$ cat config.mk
export PLATFORM = sky130hd
export DESIGN_NAME = board_top
export DESIGN_NICKNAME = d
export VERILOG_FILES = /design/src/rtl/board_pkg.sv /design/src/rtl/rst_ctrl.sv /design/src/rtl/reg_bus_slave.sv /design/src/rtl/gpio_regs.sv /design/src/rtl/pinmux.sv /design/src/rtl/board_top.sv
export VERILOG_INCLUDE_DIRS = /design/src /design/src/rtl
export SDC_FILE = /design/constraint.sdc
export NUM_CORES = 1
export LEC_CHECK = 0
export ABC_AREA = 1
export BUFFER_PORTS_ARGS = -buffer_cell sky130_fd_sc_hd__buf_2
export CORE_ASPECT_RATIO = 0.6
export CORE_MARGIN = 2
export CORE_UTILIZATION = 57
export CTS_BUF_LIST = sky130_fd_sc_hd__clkbuf_4 sky130_fd_sc_hd__clkbuf_8
export DETAILED_ROUTE_END_ITERATION = 16
export HOLD_SLACK_MARGIN = 0.02
export PLACE_DENSITY_LB_ADDON = 0.3
export SLEW_MARGIN = 20
export SYNTH_ARGS = -nofsm -noshare
export SYNTH_HDL_FRONTEND = slang
export SYNTH_SLANG_ARGS = --single-unit
$ cat constraint.sdc
create_clock -name clk_i -period 2.12 [get_ports clk_i]
set_input_delay 0.424 -clock clk_i [delete_from_list [all_inputs] [get_ports clk_i]]
set_output_delay 0.424 -clock clk_i [all_outputs]
set_load 0.02 [all_outputs]
$ cat src/rtl/board_cfg.svh
// Board I/O configuration
// Pin and switch counts, reset hold length and register word map

`ifndef BOARD_CFG_SVH
`define BOARD_CFG_SVH

// Header pins routed through the pin multiplexer
`define BOARD_PIN_NUM 8

// Active-low user switches
`define BOARD_SW_NUM 8

// Cycles the system reset stays high once button and PLL are good
`define BOARD_RST_HOLD 16

// Register word indices seen on the bus
`define BOARD_REG_GPIO_OUT 0
`define BOARD_REG_GPIO_OE  1
`define BOARD_REG_GPIO_IN  2 // Read only
`define BOARD_REG_PIN_SEL  3

`endif

$ cat src/rtl/board_pkg.sv
// Board I/O shared types
// Register bus request and response, pin bundles and pin source codes

`include "board_cfg.svh"

package board_pkg;

  // Host to slave side of the register bus
  typedef struct packed {
    logic        req;
    logic        we;
    logic [3:0]  addr;  // Word index
    logic [31:0] wdata;
  } bus_req_t;

  // Slave to host side
  typedef struct packed {
    logic        ack;
    logic [31:0] rdata; // Valid while ack is high
  } bus_rsp_t;

  // Source of each header pin
  typedef enum logic [1:0] {
    PIN_SRC_GPIO     = 2'd0,
    PIN_SRC_UART_TX  = 2'd1,
    PIN_SRC_SPI_SCK  = 2'd2,
    PIN_SRC_SPI_COPI = 2'd3
  } pin_src_e;

  // Peripheral lines offered to the pin multiplexer
  typedef struct packed {
    logic uart_tx;
    logic spi_sck;
    logic spi_copi;
  } periph_out_t;

  // Output value and output enable, one bit per pin
  typedef struct packed {
    logic [`BOARD_PIN_NUM-1:0] out;
    logic [`BOARD_PIN_NUM-1:0] oe;
  } pin_bus_t;

endpackage

$ cat src/rtl/rst_ctrl.sv
// Reset controller
// Holds the system in reset until the PLL locks and the button is released,
// then counts out the hold time and lights the boot-ok LED

`include "board_cfg.svh"

module rst_ctrl (
  input  logic clk_i,
  input  logic reset_i,      // Reset button
  input  logic pll_locked_i,
  output logic sys_rst_o,
  output logic boot_ok_o
);

  localparam int unsigned cnt_w = $clog2(`BOARD_RST_HOLD + 1);
  localparam logic [cnt_w-1:0] hold_cnt = cnt_w'(`BOARD_RST_HOLD);
  localparam logic [cnt_w-1:0] last_cnt = hold_cnt - 1'b1;

  logic [cnt_w-1:0] cnt_q;
  logic             hold_clr;

  // Any cause of reset restarts the hold
  assign hold_clr = reset_i || !pll_locked_i;

  always_ff @(posedge clk_i) begin
    if (hold_clr) begin
      cnt_q     <= '0;
      sys_rst_o <= 1'b1;
      boot_ok_o <= 1'b0;
    end else if (cnt_q < hold_cnt) begin
      cnt_q     <= cnt_q + 1'b1;
      sys_rst_o <= (cnt_q < last_cnt); // Falls as the count completes
      boot_ok_o <= (cnt_q == last_cnt);
    end
  end

endmodule

$ cat src/rtl/reg_bus_slave.sv
// Register bus slave
// Four-phase req/ack responder that turns each transaction into one write
// strobe for GPIO or pin select, and latches the selected read word

`include "board_cfg.svh"

module reg_bus_slave (
  input  logic                        clk_i,
  input  logic                        reset_i,
  input  board_pkg::bus_req_t         bus_i,
  output board_pkg::bus_rsp_t         bus_o,
  output logic                        gpio_we_o,
  output logic                        pin_sel_we_o,
  output logic [1:0]                  reg_idx_o,
  output logic [31:0]                 wdata_o,
  input  logic [31:0]                 gpio_rdata_i,
  input  logic [2*`BOARD_PIN_NUM-1:0] pin_sel_rdata_i
);

  typedef enum logic {
    ST_IDLE,
    ST_ACK
  } state_e;

  state_e      state_q;
  logic        start;
  logic        wr;
  logic [31:0] rd_word;
  logic [31:0] rdata_q;

  // New transaction seen while idle
  assign start = (state_q == ST_IDLE) && bus_i.req;
  assign wr    = start && bus_i.we;

  assign reg_idx_o = bus_i.addr[1:0];
  assign wdata_o   = bus_i.wdata;

  // Index decode into strobes and read word
  always_comb begin
    gpio_we_o    = 1'b0;
    pin_sel_we_o = 1'b0;
    rd_word      = '0; // Unmapped reads return zero
    case (bus_i.addr)
      `BOARD_REG_GPIO_OUT,
      `BOARD_REG_GPIO_OE: begin
        gpio_we_o = wr;
        rd_word   = gpio_rdata_i;
      end
      `BOARD_REG_GPIO_IN: rd_word = gpio_rdata_i; // Writes ignored
      `BOARD_REG_PIN_SEL: begin
        pin_sel_we_o = wr;
        rd_word      = {{(32-2*`BOARD_PIN_NUM){1'b0}}, pin_sel_rdata_i};
      end
      default: ;
    endcase
  end

  always_ff @(posedge clk_i) begin
    if (reset_i) begin
      state_q <= ST_IDLE;
    end else begin
      case (state_q)
        ST_IDLE: if (bus_i.req) state_q <= ST_ACK;
        ST_ACK:  if (!bus_i.req) state_q <= ST_IDLE; // Wait for host to drop req
        default: state_q <= ST_IDLE;
      endcase
    end
  end

  // Read word held for the whole ack phase
  always_ff @(posedge clk_i) begin
    if (start) begin
      rdata_q <= rd_word;
    end
  end

  assign bus_o.ack   = (state_q == ST_ACK);
  assign bus_o.rdata = rdata_q;

endmodule

$ cat src/rtl/gpio_regs.sv
// GPIO registers
// Output and output-enable registers, synchronized pin and switch inputs,
// switches inverted so software reads 1 for on

`include "board_cfg.svh"

module gpio_regs (
  input  logic                     clk_i,
  input  logic                     reset_i,
  input  logic                     we_i,
  input  logic [1:0]               reg_idx_i,
  input  logic [31:0]              wdata_i,
  input  logic [`BOARD_PIN_NUM-1:0] pin_i,
  input  logic [`BOARD_SW_NUM-1:0]  sw_n_i,
  output board_pkg::pin_bus_t      gpio_o,
  output logic [31:0]              rdata_o
);

  localparam int unsigned in_pad_w = 32 - `BOARD_SW_NUM - `BOARD_PIN_NUM;

  logic [`BOARD_PIN_NUM-1:0] out_q;
  logic [`BOARD_PIN_NUM-1:0] oe_q;

  logic [`BOARD_PIN_NUM-1:0] pin_meta_q;
  logic [`BOARD_PIN_NUM-1:0] pin_sync_q;
  logic [`BOARD_SW_NUM-1:0]  sw_meta_q;
  logic [`BOARD_SW_NUM-1:0]  sw_sync_q;

  logic [31:0] in_word;

  always_ff @(posedge clk_i) begin
    if (reset_i) begin
      out_q <= '0;
      oe_q  <= '0; // All pins released
    end else if (we_i) begin
      if (reg_idx_i == `BOARD_REG_GPIO_OUT) begin
        out_q <= wdata_i[`BOARD_PIN_NUM-1:0];
      end
      if (reg_idx_i == `BOARD_REG_GPIO_OE) begin
        oe_q <= wdata_i[`BOARD_PIN_NUM-1:0];
      end
    end
  end

  // Two-flop synchronizer on the inputs
  always_ff @(posedge clk_i) begin
    pin_meta_q <= pin_i;
    pin_sync_q <= pin_meta_q;
    sw_meta_q  <= ~sw_n_i; // Switches pull low when on
    sw_sync_q  <= sw_meta_q;
  end

  assign in_word = {{in_pad_w{1'b0}}, sw_sync_q, pin_sync_q};

  always_comb begin
    case (reg_idx_i)
      `BOARD_REG_GPIO_OUT: rdata_o = {{(32-`BOARD_PIN_NUM){1'b0}}, out_q};
      `BOARD_REG_GPIO_OE:  rdata_o = {{(32-`BOARD_PIN_NUM){1'b0}}, oe_q};
      `BOARD_REG_GPIO_IN:  rdata_o = in_word;
      default:             rdata_o = '0;
    endcase
  end

  assign gpio_o.out = out_q;
  assign gpio_o.oe  = oe_q;

endmodule

$ cat src/rtl/pinmux.sv
// Pin multiplexer
// Per-pin source select register and the pad output and enable muxes
// Each pin takes GPIO, UART TX, SPI clock or SPI COPI

`include "board_cfg.svh"

module pinmux (
  input  logic                        clk_i,
  input  logic                        reset_i,
  input  logic                        sel_we_i,
  input  logic [2*`BOARD_PIN_NUM-1:0] wdata_i,
  input  board_pkg::pin_bus_t         gpio_i,
  input  board_pkg::periph_out_t      periph_i,
  output board_pkg::pin_bus_t         pad_o,
  output logic [2*`BOARD_PIN_NUM-1:0] sel_o
);

  // Pin n select in bits 2n+1 to 2n
  board_pkg::pin_src_e [`BOARD_PIN_NUM-1:0] sel_q;

  always_ff @(posedge clk_i) begin
    if (reset_i) begin
      for (int i = 0; i < `BOARD_PIN_NUM; i++) begin
        sel_q[i] <= board_pkg::PIN_SRC_GPIO;
      end
    end else if (sel_we_i) begin
      for (int i = 0; i < `BOARD_PIN_NUM; i++) begin
        sel_q[i] <= board_pkg::pin_src_e'(wdata_i[2*i +: 2]);
      end
    end
  end

  assign sel_o = sel_q;

  // Pads follow a select or source change in the same cycle
  always_comb begin
    pad_o = '0;
    for (int i = 0; i < `BOARD_PIN_NUM; i++) begin
      case (sel_q[i])
        board_pkg::PIN_SRC_GPIO: begin
          pad_o.out[i] = gpio_i.out[i];
          pad_o.oe[i]  = gpio_i.oe[i];
        end
        board_pkg::PIN_SRC_UART_TX: begin
          pad_o.out[i] = periph_i.uart_tx;
          pad_o.oe[i]  = 1'b1;
        end
        board_pkg::PIN_SRC_SPI_SCK: begin
          pad_o.out[i] = periph_i.spi_sck;
          pad_o.oe[i]  = 1'b1;
        end
        board_pkg::PIN_SRC_SPI_COPI: begin
          pad_o.out[i] = periph_i.spi_copi;
          pad_o.oe[i]  = 1'b1;
        end
        default: begin
          // Unreachable with a 2-bit code, pin left released
          pad_o.out[i] = 1'b0;
          pad_o.oe[i]  = 1'b0;
        end
      endcase
    end
  end

endmodule

$ cat src/rtl/board_top.sv
// Board I/O top level
// Reset controller, register bus slave, GPIO block and pin multiplexer

`include "board_cfg.svh"

module board_top (
  input  logic                      clk_i,
  input  logic                      reset_i,      // Reset button
  input  logic                      pll_locked_i,
  input  board_pkg::bus_req_t       bus_i,
  output board_pkg::bus_rsp_t       bus_o,
  input  board_pkg::periph_out_t    periph_i,
  input  logic [`BOARD_SW_NUM-1:0]  sw_n_i,
  input  logic [`BOARD_PIN_NUM-1:0] pin_i,
  output board_pkg::pin_bus_t       pad_o,
  output logic                      boot_ok_o     // Boot LED
);

  logic                        sys_rst;
  logic                        gpio_we;
  logic                        pin_sel_we;
  logic [1:0]                  reg_idx;
  logic [31:0]                 wdata;
  logic [31:0]                 gpio_rdata;
  logic [2*`BOARD_PIN_NUM-1:0] pin_sel_rdata;
  board_pkg::pin_bus_t         gpio_pins;

  rst_ctrl u_rst_ctrl (
    .clk_i       (clk_i),
    .reset_i     (reset_i),
    .pll_locked_i(pll_locked_i),
    .sys_rst_o   (sys_rst),
    .boot_ok_o   (boot_ok_o)
  );

  reg_bus_slave u_reg_bus_slave (
    .clk_i          (clk_i),
    .reset_i        (sys_rst),
    .bus_i          (bus_i),
    .bus_o          (bus_o),
    .gpio_we_o      (gpio_we),
    .pin_sel_we_o   (pin_sel_we),
    .reg_idx_o      (reg_idx),
    .wdata_o        (wdata),
    .gpio_rdata_i   (gpio_rdata),
    .pin_sel_rdata_i(pin_sel_rdata)
  );

  gpio_regs u_gpio_regs (
    .clk_i    (clk_i),
    .reset_i  (sys_rst),
    .we_i     (gpio_we),
    .reg_idx_i(reg_idx),
    .wdata_i  (wdata),
    .pin_i    (pin_i),     // Pad inputs straight to the synchronizer
    .sw_n_i   (sw_n_i),
    .gpio_o   (gpio_pins),
    .rdata_o  (gpio_rdata)
  );

  pinmux u_pinmux (
    .clk_i   (clk_i),
    .reset_i (sys_rst),
    .sel_we_i(pin_sel_we),
    .wdata_i (wdata[2*`BOARD_PIN_NUM-1:0]),
    .gpio_i  (gpio_pins),
    .periph_i(periph_i),
    .pad_o   (pad_o),
    .sel_o   (pin_sel_rdata)
  );

endmodule

==> results of run 1 <==
-- cells by family after synthesis --
family | after synthesis
flops | 88
fa+ha+maj | 2
simple gates | 187
buf+inv | 84
other cells | 1
compound gates | 72
-- layer usage --
metal | share of wire [%] | vias up | GRT usage, % | routed length [um]
met1 | 47 | 1331 | 34.5 | 3680
met3 | 8.9 | 9 | 7.64 | 699
met2 | 43 | 129 | 38.3 | 3410
li1 | - | 1531 | - | -
met5 | 0 | - | 0 | 0
met4 | 1.1 | 0 | 6.91 | 86
-- flip-flops by register name (all words and copies together) (netlist names) --
signal                   count
u_pinmux.sel_o              16
u_reg_bus_slave.rdata_q     16
u_gpio_regs.oe_q             8
u_gpio_regs.out_q            8
u_gpio_regs.pin_meta_q       8
u_gpio_regs.pin_sync_q       8
u_gpio_regs.sw_meta_q        8
u_gpio_regs.sw_sync_q        8
u_rst_ctrl.cnt_q             5
u_reg_bus_slave.state_q      1
u_rst_ctrl.boot_ok_o         1
u_rst_ctrl.sys_rst_o         1
-- placed cells by master, fill, tap and decap left out, drive strengths merged --
cell type and instances:
conb 16, clkbuf 10, clkinv 3, ha 2, a21oi 29, inv 52
clkinvlp 1, o21ai 43, nand3 57, edfxtp 16, nand2 61, dfxtp 72
nand3b 8, buf 80, nor3 4, bufinv 3, nor2 57
-- worst register-to-register path: stages (launching register included) --
cell                       delay [ns]
sky130_fd_sc_hd__dfxtp_1         0.33
sky130_fd_sc_hd__inv_1           0.05
sky130_fd_sc_hd__nand3_1         0.14
sky130_fd_sc_hd__inv_1           0.08
sky130_fd_sc_hd__nand2_2         0.25
sky130_fd_sc_hd__clkinv_2        0.30
sky130_fd_sc_hd__nor2_1          0.19
sky130_fd_sc_hd__nor2_1          0.06
-- worst max path at each step --
stage                            start                         end  slack, ns  cells past startpoint
global route        u_pinmux.sel_o[11]                   pad_o[13]       0.33                      5
global placement             bus_i[32]  u_reg_bus_slave.rdata_q[1]       0.43                      7
finish               u_pinmux.sel_o[3]                    pad_o[9]       0.42                      5
floorplan                  periph_i[2]                   pad_o[10]       0.78                      3
CTS                  u_pinmux.sel_o[9]                   pad_o[12]       0.41                      5
detailed placement           bus_i[32]  u_reg_bus_slave.rdata_q[1]       0.41                      7
-- where the power goes --
| part | internal (mW) | switching (mW) | total, mW |
|---|---|---|---|
| clock | 0.791 | 0.570 | 1.36 |
| sequential | 1.75 | 0.0142 | 1.77 |
| combinational | 0.0588 | 0.141 | 0.200 |
-- final cells by class --
class	count	share of cell area, %
inverter	53	4.81
clock inverter	6	2.58
timing repair buffer	80	9.79
sequential	88	46.1
clock buffer	10	3.15
tap	84	2.52
multi-input combinational	277	31.0
==> results.yml, run 1 <==
timing:
  postLayoutSetupSlackWorst_ns: 0.422
  skew_ns: 0.00743
  rsz0062_at_grt: "false"
  fmax_ghz: 0.589
  setup-tns-final_ns: 0
  hold_slack_ns: 0.157
  finalHoldViolations: 0
  timing.final.crit_share_pct: 80.1
  max_slew.worst_pin.slew_ns: 0.665
  period_needed_ns: 1.70
  report.final.slew_viol_count: 0
  setup_violations: 0
  timing.max_slew.rel_slack_pct: 55.6
cts:
  numCtsBuffers: 9
  tritoncts: "done"
  clk-insertion-delay-late_ns: 0.36
  cts.sinks: 88
  post_cts_buffers: 0
  cts_resized: 0
  max-clock-path-buffers: 2
  clk_pin_slew_worst_paths_ns: 0.08
  holdBufCountCts: 0
  cts-root-buf: "sky130_fd_sc_hd__clkbuf_8"
  cts_max_level: 3
cells_and_area:
  final.fill_count: 539
  layout-area-overhead-vs-synth_pct: 16.9
  multi_input_area_um2: 1290
  register_area_um2: 1920
  final-instance-count-excl-fill: 598
  layout-drive-gt1-share_pct: 20.6
  antenna-diode-count: 0
  postLayoutCellArea_um2: 4170
  num-nets-final: 571
  final_core_utilization_pct: 68.5
route:
  drt_first_pass_iters: 5
  dr.first_iter.drc_count: 225
  drc: 0
  number_of_vias_per_cell: 5.02
  via_count: 3000
  final_antenna_net_count: 0
  postRouteWirelength_um: 7870
  wl_per_cell_um: 13.2
global_routing:
  grt_first_pass_wirelength_um: 13100
  number_of_global_route_vias_before_repair: 2772
  grt.total_usage_pct: 24.9
  antenna_found_initial: 0
  largest_net_degree_at_the_start_of_global_routing: 33
  globalRoute.totalOverflow: 0
setup_path:
  flop_to_flop_setup_slack_ns: 0.62
  crit_path_end_kind: "output port"
  cp_max_fo: 5
  crit_family: "flip-flops"
  reg2reg_depth: 7
  worst_r2r_startpoint: "u_reg_bus_slave.state_q"
  cp_cell_sequence: "inv_1 -> a21oi_1 -> o21ai_0 -> nand3_1 -> buf_2"
  crit_arrival_ns: 1.27
  crit_slowest_cell: "sky130_fd_sc_hd__dfxtp_1"
  crit-reg2reg-capture: "u_pinmux.sel_o[3]"
  cp.required_ns: 1.70
  timing.critical_path.buf_inv: 2
  worst_path_largest_cell_delay_ns: 0.34
  startpoint_class: "flop"
  criticalPathCategory: "flop to output port"
placement:
  final_weighted_congestion_in_routability_driven_placement: 0.867
  numPlacedInstances: 582
  detailed_place_hpwl_um: 5900
  post_place_cell_area_um2: 3930
  placement.setup.worst_slack_ns: 0.406
  port-buffer-count: 77
yosys:
  synth_largest_type_area_fraction_pct: 40.4
  synth_xor_xnor_area_share_pct: 0
  most_common_library_cells_after_synthesis: "sky130_fd_sc_hd__dfxtp_1 (72), sky130_fd_sc_hd__nand2_1 (59), sky130_fd_sc_hd__nand3_1 (57), sky130_fd_sc_hd__nor2_1 (52), sky130_fd_sc_hd__inv_1 (50)"
  mappedNetlistArea_um2: 3560
  synth_most_common_cell: "sky130_fd_sc_hd__dfxtp_1"
  synth-compound-area-share_pct: 10.1
  synth-warning-count: 0
  yosys-mux-area-fraction_pct: 0
  synth_edf_count: 16
  synth-async-reset-ratio_pct: 0
  synth.top_cells.by_area: "sky130_fd_sc_hd__dfxtp_1 (40%), sky130_fd_sc_hd__edfxtp_1 (13%), sky130_fd_sc_hd__nand3_1 (8.0%)"
  ys_seq_area_share_pct: 53.9
  synthesis.instances: 434
  synth_area_leader_cell: "sky130_fd_sc_hd__dfxtp_1"
  synth-seq-cells: 88
  synth_top_family_by_area: "simple AND/OR/NAND/NOR gates"
  synthDistinctLibCells: 23
  post_synth_fa_ha_maj_area_fraction_pct: 0.702
  synth-simple-area-share_pct: 23.7
  post_synth.cell_area_avg_um2: 8.21
  synth_flop_cell: "sky130_fd_sc_hd__dfxtp_1"
power_and_ir_drop:
  highest_ir_drop_seen_on_vdd_v: 0.000497
  finalPower_mw: 3.33
  standby_leakage_power_nw: 1.78
  pwr_density_cell_nw_per_um2: 799
die:
  die_ar_um2: 6920
  initial_core_util_pct: 58.6
  num_io_pins: 110
  floorplan.rows: 22
  dieWidth_um: 106
  floorplan.die.height_um: 65.2
  placeableCoreArea_um2: 6080
hold_path:
  worstHoldStart: "pin_i[6]"
  hold_path_end: "u_gpio_regs.pin_meta_q[6]"
  hold_path.class: "input port to flop"
  hold_depth: 1
flow_run:
  timing.max_cap.violations: 0
run_status:
  outcome: "complete, no violations"
No activity file was read; power rests on OpenSTA's default activity.
==> run 2, diff against run 1 <==
Settings changed: CORE_UTILIZATION 57 to 48.
Clock period 2.12 ns to 1.45 ns, I/O delays scaled along.
==> results.yml, run 2 (synthesis results as in run 1) <==
cts:
  cts-root-buf: "sky130_fd_sc_hd__clkbuf_8"
  cts_max_level: 3
  tritoncts: "done"
  clk-insertion-delay-late_ns: 0.36
  cts.sinks: 88
  max-clock-path-buffers: 2
  numCtsBuffers: 9
  clk_pin_slew_worst_paths_ns: 0.09
die:
  die_ar_um2: 8150
  initial_core_util_pct: 49.2
  placeableCoreArea_um2: 7240
  num_io_pins: 110
  floorplan.die.height_um: 70.7
  floorplan.rows: 24
  dieWidth_um: 115
power_and_ir_drop:
  highest_ir_drop_seen_on_vdd_v: 0.000497
  standby_leakage_power_nw: 1.92
  pwr_density_cell_nw_per_um2: 1030
cells_and_area:
  final.fill_count: 615
  layout-drive-gt1-share_pct: 29.6
  antenna-diode-count: 0
  multi_input_area_um2: 1320
  postLayoutCellArea_um2: 4540
  final_core_utilization_pct: 62.8
  layout-area-overhead-vs-synth_pct: 27.5
  layout.cells.most_common_list: "sky130_fd_sc_hd__buf_2 (63), sky130_fd_sc_hd__nand2_1 (59), sky130_fd_sc_hd__dfxtp_1 (55)"
  num-nets-final: 597
  register_area_um2: 1960
  layout.cells.most_common: "sky130_fd_sc_hd__buf_2"
  final-instance-count-excl-fill: 644
timing:
  rsz0062_at_grt: "true"
  timing.final.crit_share_pct: 102
  setup_violations: 5
  finalHoldViolations: 0
  period_needed_ns: 1.48
  report.final.slew_viol_count: 0
  fmax_ghz: 0.677
  skew_ns: 0.0161
  postLayoutSetupSlackWorst_ns: -0.0277
  setup-tns-final_ns: -0.0737
route:
  drt_first_pass_iters: 4
  drc: 0
  dr.first_iter.drc_count: 280
  wl_per_cell_um: 13.3
  number_of_vias_per_cell: 4.89
  final_antenna_net_count: 0
  postRouteWirelength_um: 8530
  via_count: 3147
setup_path:
  startpoint_class: "flop"
  crit_slowest_cell: "sky130_fd_sc_hd__dfxtp_2"
  timing.critical_path.buf_inv: 2
  crit_path_end_kind: "output port"
  crit_family: "flip-flops"
  cp_cell_sequence: "inv_4 -> a21oi_2 -> o21ai_1 -> nand3_1 -> buf_6"
  crit_arrival_ns: 1.19
  cp_max_fo: 5
  cp.required_ns: 1.16
  criticalPathCategory: "flop to output port"
  worst_path_largest_cell_delay_ns: 0.37
global_routing:
  number_of_global_route_vias_before_repair: 2922
  grt.total_usage_pct: 21.5
  largest_net_degree_at_the_start_of_global_routing: 33
  globalRoute.totalOverflow: 0
  antenna_found_initial: 0
  grt_first_pass_wirelength_um: 13500
flow_run:
  timing.max_cap.violations: 0
placement:
  final_weighted_congestion_in_routability_driven_placement: 0.881
  detailed_place_hpwl_um: 6190
  port-buffer-count: 77
  post_place_cell_area_um2: 4050
  numPlacedInstances: 614
run_status:
  outcome: "finished, violations left"
  violations: "setup timing"
hold_path:
  hold_path.class: "input port to flop"
## run 2: changes by cell type in the layout (fill, tap and decap cells not counted), moves of 4 or more
| cell | change |
|---|---|
| sky130_fd_sc_hd__buf_4 | +19 |
| sky130_fd_sc_hd__dfxtp_1 | -17 |
| sky130_fd_sc_hd__buf_6 | +16 |
| sky130_fd_sc_hd__buf_2 | -14 |
| sky130_fd_sc_hd__dfxtp_2 | +12 |
| sky130_fd_sc_hd__inv_1 | -9 |
| sky130_fd_sc_hd__o21ai_0 | -8 |
| sky130_fd_sc_hd__o21ai_1 | +8 |
| sky130_fd_sc_hd__inv_2 | +6 |
| sky130_fd_sc_hd__dfxtp_4 | +5 |
| sky130_fd_sc_hd__dlygate4sd3_1 | +4 |
## run 2: what timing repair did
item	4_1_cts	5_1_grt
endpoints found under the hold margin	4	0
resized for setup	49	29
hold buffers	4	0
endpoints found under the setup margin	8	12
setup buffers	6	4
pin swaps	8	8
## run 2: per-stage QoR
step / power (mW) / worst slack, ns / hold slack (ns)
after global placement: 2.95 / 0.0545 / 0.311
final: 4.68 / -0.0277 / 0.0351
after detailed placement: 2.96 / 0.0258 / 0.312
after CTS: 4.72 / -0.0479 / 0.0213
after global routing: 4.84 / -0.105 / 0.0218
after floorplan: 2.84 / 0.297 / 0.310
## run 2: final timing paths
check / depth (start not counted) / slack [ns] / to / start
min: 1 / 0.04 / u_gpio_regs.pin_meta_q[1] / pin_i[1]
min reg2reg: 0 / 0.33 / u_gpio_regs.pin_sync_q[4] / u_gpio_regs.pin_meta_q[4]
max reg2reg: 8 / 0.18 / u_gpio_regs.oe_q[6] / u_reg_bus_slave.state_q
max: 5 / -0.03 / pad_o[9] / u_pinmux.sel_o[3]
## run 2: final cells by class
class                      count  area share, %
clock buffer                  10           3.03
clock inverter                 6           1.62
sequential                    88           43.0
tap                          104           2.86
inverter                      53           4.57
timing repair buffer         106           15.9
multi-input combinational    277           29.0
## run 2: power by group
group          leakage [nW]  switching, mW  internal [mW]
sequential            0.757         0.0213           2.55
combinational          1.06          0.218          0.112
clock                 0.101          0.912          0.867
total                  1.92           1.15           3.53
## run 2: worst reg2reg max path: cells and delay by family (launching register included)
family	cells	cell delay [ns]
simple gates	5	0.44
buf+inv	3	0.41
flops	1	0.33
## run 2: layer usage
metal	track usage, %	vias to the layer above	wire length (um)
li1	-	1579	-
met1	28.2	1437	3770
met2	34.2	117	3990
met3	5.74	14	648
met4	8.30	0	128
met5	0	-	0
==> run 3, diff against run 2 <==
Settings changed: RECOVER_POWER from default to 50.
==> results.yml, run 3 (synthesis results as in run 1) <==
run_status:
  outcome: "finished, violations left"
  violations: "setup timing"
route:
  wl_per_cell_um: 13.3
  final_antenna_net_count: 0
  via_count: 3152
  drc: 0
  number_of_vias_per_cell: 4.89
  dr.first_iter.drc_count: 244
  drt_first_pass_iters: 6
  postRouteWirelength_um: 8580
setup_path:
  cp_max_fo: 4
  flop_to_flop_setup_slack_ns: 0.19
  crit_path_end_kind: "output port"
  criticalPathCategory: "flop to output port"
  startpoint_class: "flop"
  cp.required_ns: 1.16
  reg2reg_depth: 7
  crit_arrival_ns: 1.18
cts:
  clk_pin_slew_worst_paths_ns: 0.09
  cts.sinks: 88
  cts_max_level: 3
  clk-insertion-delay-late_ns: 0.36
  cts-root-buf: "sky130_fd_sc_hd__clkbuf_8"
  max-clock-path-buffers: 2
  tritoncts: "done"
  numCtsBuffers: 9
timing:
  setup_violations: 5
  skew_ns: 0.0164
  postLayoutSetupSlackWorst_ns: -0.0239
  fmax_ghz: 0.678
  finalHoldViolations: 0
  hold_slack_ns: 0.0346
  rsz0062_at_grt: "true"
  period_needed_ns: 1.47
  timing.max_slew.rel_slack_pct: 63.8
  report.final.slew_viol_count: 0
  max_slew.worst_pin.slew_ns: 0.541
  timing.final.crit_share_pct: 102
cells_and_area:
  num-nets-final: 597
  register_area_um2: 1960
  postLayoutCellArea_um2: 4530
  final-instance-count-excl-fill: 644
  layout-drive-gt1-share_pct: 29.1
  multi_input_area_um2: 1310
  layout.cells.most_common: "sky130_fd_sc_hd__buf_2"
  layout.cells.most_common_list: "sky130_fd_sc_hd__buf_2 (62), sky130_fd_sc_hd__nand2_1 (59), sky130_fd_sc_hd__dfxtp_1 (55)"
  final.fill_count: 621
  layout-area-overhead-vs-synth_pct: 27.0
  antenna-diode-count: 0
placement:
  port-buffer-count: 77
  post_place_cell_area_um2: 4050
  final_weighted_congestion_in_routability_driven_placement: 0.881
  numPlacedInstances: 614
  detailed_place_hpwl_um: 6190
die:
  die_ar_um2: 8150
  dieWidth_um: 115
  initial_core_util_pct: 49.2
  placeableCoreArea_um2: 7240
  floorplan.rows: 24
  num_io_pins: 110
  floorplan.die.height_um: 70.7
flow_run:
  timing.max_cap.violations: 0
global_routing:
  grt_first_pass_wirelength_um: 13500
  globalRoute.totalOverflow: 0
  largest_net_degree_at_the_start_of_global_routing: 33
  grt.total_usage_pct: 21.5
  antenna_found_initial: 0
  number_of_global_route_vias_before_repair: 2922
power_and_ir_drop:
  standby_leakage_power_nw: 1.91
  highest_ir_drop_seen_on_vdd_v: 0.000497
  finalPower_mw: 4.68
  pwr_density_cell_nw_per_um2: 1030
hold_path:
  hold_path.class: "input port to flop"
  hold_depth: 1
==> run 3: path summary, 6_finish.rpt <==
path	startpoint	end
max	u_pinmux.sel_o[9]	pad_o[12]
min	pin_i[1]	u_gpio_regs.pin_meta_q[1]
max reg2reg	u_reg_bus_slave.state_q	u_pinmux.sel_o[2]
min reg2reg	u_gpio_regs.pin_meta_q[4]	u_gpio_regs.pin_sync_q[4]
==> run 3: timing repair <==
action,in CTS,in global routing
gates resized for setup,49,29
pin swaps,8,8
buffers inserted,6,4
endpoints found under the hold margin,4,0
hold buffers,4,0
setup endpoints to repair,8,12
==> run 3: final cells by class <==
type | instances | share of cell area, %
clock buffers | 10 | 3.04
clock inverters | 6 | 1.63
inverters | 53 | 4.59
multi-input cells | 277 | 28.9
flip-flops and latches | 88 | 43.2
well taps | 104 | 2.88
repair buffers | 106 | 15.7
==> run 3: metrics by stage <==
step | util, % | TNS (ns) | worst slack [ns]
after floorplan | - | 0 | 0.297
after CTS | 61.2 | -0.207 | -0.0479
after global placement | 56.0 | 0 | 0.0545
final | 62.5 | -0.0666 | -0.0239
after global routing | 62.5 | -0.697 | -0.105
after detailed placement | 56.0 | 0 | 0.0258
==> run 3: power breakdown <==
group | internal (mW) | switching, mW | total (mW)
sequential | 2.55 | 0.0212 | 2.57
clock | 0.867 | 0.916 | 1.78
combinational | 0.108 | 0.216 | 0.323
total | 3.52 | 1.15 | 4.68
==> run 3: critical path, stage by stage, from the launching register on <==
cell                      delay (ns)
sky130_fd_sc_hd__dfxtp_2        0.33
sky130_fd_sc_hd__inv_2          0.08
sky130_fd_sc_hd__a21oi_2        0.04
sky130_fd_sc_hd__o21ai_1        0.09
sky130_fd_sc_hd__nand3_1        0.13
sky130_fd_sc_hd__buf_6          0.16
==> run 3: per-layer routing <==
layer / track usage, % / part of all wire [%] / up-vias
met5: 0 / 0 / -
met4: 8.30 / 1.7 / 0
met3: 5.74 / 6.6 / 17
met2: 34.2 / 46 / 127
met1: 28.2 / 45 / 1432
li1: - / - / 1576
